**config.mk**
```make
export PLATFORM = sky130hd
export DESIGN_NAME = br_decode
export DESIGN_NICKNAME = d
export VERILOG_FILES = /design/src/verilog/bp_pkg.sv /design/src/verilog/br_decode.sv
export SDC_FILE = /design/constraint.sdc
export NUM_CORES = 1
export LEC_CHECK = 0
export ABC_AREA = 1
export CELL_PAD_IN_SITES_DETAIL_PLACEMENT = 0
export CELL_PAD_IN_SITES_GLOBAL_PLACEMENT = 1
export CORE_AREA = 4 4 41 43
export DETAILED_ROUTE_END_ITERATION = 10
export DIE_AREA = 0 0 45 47
export DONT_BUFFER_PORTS = 1
export PLACE_DENSITY = 0.44
export SYNTH_ARGS = -nofsm -noshare
export SYNTH_HDL_FRONTEND = slang
export SYNTH_SLANG_ARGS = --single-unit
```
**constraint.sdc**
```tcl
create_clock -name vclk -period 0.8
set_clock_uncertainty 0.05 [all_clocks]
set_input_delay 0.04 -clock vclk [all_inputs]
set_output_delay 0.04 -clock vclk [all_outputs]
set_load 0.02 [all_outputs]
```
**src/verilog/bp_pkg.sv**
```systemverilog
package bp_pkg;

  // instructions fetched per cycle
  // slot priority in the top level assumes exactly two
  localparam int num_super = 2;

  // datapath widths
  localparam int pc_width = 64;
  localparam int inst_width = 32;

  // alpha major opcode sits in the top six bits
  localparam int opcode_width = 6;
  localparam int opcode_lsb = 26;

  // conditional branches
  // all share the 0x38 to 0x3f block
  localparam logic [opcode_width-1:0] op_blbc = 6'h38;
  localparam logic [opcode_width-1:0] op_beq = 6'h39;
  localparam logic [opcode_width-1:0] op_blt = 6'h3A;
  localparam logic [opcode_width-1:0] op_ble = 6'h3B;
  localparam logic [opcode_width-1:0] op_blbs = 6'h3C;
  localparam logic [opcode_width-1:0] op_bne = 6'h3D;
  localparam logic [opcode_width-1:0] op_bge = 6'h3E;
  localparam logic [opcode_width-1:0] op_bgt = 6'h3F;

  // unconditional branches
  localparam logic [opcode_width-1:0] op_br = 6'h30;
  localparam logic [opcode_width-1:0] op_bsr = 6'h34;
  // jmp, jsr, ret and jsr_coroutine all decode here
  localparam logic [opcode_width-1:0] op_jsr_grp = 6'h1A;

  // counter encoding
  // 00 strong not-taken, 01 weak not-taken
  // 10 weak taken, 11 strong taken
  localparam logic [1:0] ctr_reset = 2'b01;

  // two 4-byte instructions per fetch group
  localparam logic [pc_width-1:0] fetch_stride = 64'd8;

endpackage

```
**src/verilog/br_decode.sv**
```systemverilog
`timescale 1ns/1ps

module br_decode import bp_pkg::*; (
  input  logic [num_super-1:0][inst_width-1:0] ir,
  input  logic [num_super-1:0]                 inst_valid,
  input  logic                                 rollback,
  output logic [num_super-1:0]                 is_cond,
  output logic [num_super-1:0]                 is_uncond
);

  // major opcode per slot
  logic [num_super-1:0][opcode_width-1:0] opcode;

  always_comb begin
    for (int i = 0; i < num_super; i++) begin
      opcode[i] = ir[i][opcode_lsb +: opcode_width];
    end
  end

  // per-slot classification
  always_comb begin
    for (int i = 0; i < num_super; i++) begin
      is_cond[i] = 1'b0;
      is_uncond[i] = 1'b0;
      // squashed or empty slots never count as branches
      if (inst_valid[i] && !rollback) begin
        case (opcode[i])
          op_blbc,
          op_beq,
          op_blt,
          op_ble,
          op_blbs,
          op_bne,
          op_bge,
          op_bgt: begin
            is_cond[i] = 1'b1;
          end
          op_br,
          op_bsr,
          op_jsr_grp: begin
            // always redirect
            is_uncond[i] = 1'b1;
          end
          default: begin
            // not a branch
            is_cond[i] = 1'b0;
            is_uncond[i] = 1'b0;
          end
        endcase
      end
    end
  end

endmodule

```
==> out/metrics.cfg <==
[grt]
overflow = 0
grt_max_degree = 4
grt_pass1_vias = 149
grt.total_usage_pct = 2.832
antenna_found_initial = 0
grt_pass1_wl_um = 496

[die]
dieArea_um2 = 2115
die_height_um = 47
core_area_um2 = 1301
rows = 13
die_x_um = 45
start_util_pct = 9.327
io_pins = 71

[finish]
final_common_cell = nand2_1
num-fill-cells = 165
layout.nets = 102
diodes = 0
layout-drive-gt1-share_pct = 15.15
area_delta_synth_final_pct = 40.21
final_area_um2 = 170.2
utilization_pct = 13.08
num-clock-buffers = 0
fin_cells = 48
layout_common_cells = nand2_1, inv_1, nor2_1, buf_4, nor3_1
seq_cell_count = 0
regArea_um2 = 0

[synthesis]
syn_inst = 29
synth_area_um2 = 121.4
yosysTopAreaCellShare_pct = 30.93
synth.area.top_cells = nand2_1, inv_1, nor2_1, o21bai_2, nor3_1
ys_warn_count = 0
yosysTopAreaCell = nand2_1
ys_seq_area_share_pct = 0
synth_fp_nets = 96
synth_cell_types = 7
syn_avg_cell_area_um2 = 4.185

[placed_design]
post-dp-hpwl_um = 350.5
globalplace.congestion = 0.5685
dpl.cell_count = 48
preCtsSetupSlack_ns = 0.1591
placed_area_um2 = 170.2
io_buffers = 0

[routing]
drt-pass1-iter-count = 1
wl_per_cell_um = 7.271
drc = 0
drt_iter0_drc = 0
antenna_left = 0
viasPerCell = 3.563
vias = 171
drt_wl_total_um = 349

[sta]
rsz0062_at_grt = no
fin_ws_ns = 0.1596
finalSetupTns_ns = 0
finalSetupViolCount = 0
fin_crit_sh_pct = 80.05
max_freq_mhz = 1562
slew_viol_final = 0
layout_min_cycle_time_ns = 0.6404
worstMarginPinSlew_ns = 0.1519
fin_hold_ws_ns = 0.2556
slew_headroom_pct = 89.79
hold_viol_final = 0

[cts]
cts_setup_buffers = 0
postCtsHoldBufs = 0
cts_resized = 0

[setup_path]
critPathArrivalTime_ns = 0.55
path_max_fanout = 2
startpoint_type = primary input
required_ns = 0.71
crit_type = in2out
cp-end-kind = output port

[pwr]
max-vdd-ir-drop_uv = 48.91
power_mw = 0.04728
leakagePower_nw = 0.1031
powerDensity_nw_per_um2 = 277.9

[hold_path]
hold_class = in2out

[run]
cap_violations = 0

[status]
status = complete, no violations

==> worst max-delay path, stage by stage <==
cell     delay (ns)
inv_1          0.06
nand2_1        0.07
nor2_1         0.09
nand2_1        0.06
nor2_1         0.10
buf_4          0.15
==> path summary, 6_finish.rpt <==
| check | start | end | slack (ns) | depth (start not counted) |
|---|---|---|---|---|
| min | ir[31] | is_cond[0] | 0.26 | 3 |
| max | rollback | is_uncond[0] | 0.16 | 6 |
==> synth_stat cells, drive strengths merged <==
master and count:
nand2 10, inv 7, nor2 7, nor3 2, a21oi 1, nand3 1
o21bai 1
==> final cells by class <==
class,count,area [µm²],area share (%)
inverters,7,26.28,15.44
well taps,15,18.77,11.03
multi-input cells,22,95.09,55.88
repair buffers,4,30.03,17.65
==> per-layer routing <==
layer | up-vias | share of wire (%) | track usage [%]
li1 | 93 | - | -
met1 | 64 | 42 | 4.719
met2 | 14 | 38 | 3.955
met3 | 0 | 20 | 0.3831
met4 | 0 | 0 | 0
met5 | - | 0 | 0
==> report_power, final <==
group          total, mW  internal (mW)  switching, mW
clock network          0              0              0
registers              0              0              0
logic             0.0473         0.0208         0.0265
==> kinds of logic after synthesis <==
family / Yosys count / share of synthesized area (%)
compound gates: 2 / 13.40
simple gates: 20 / 64.95
buf+inv: 7 / 21.65
No activity file was read; power rests on OpenSTA's default activity.
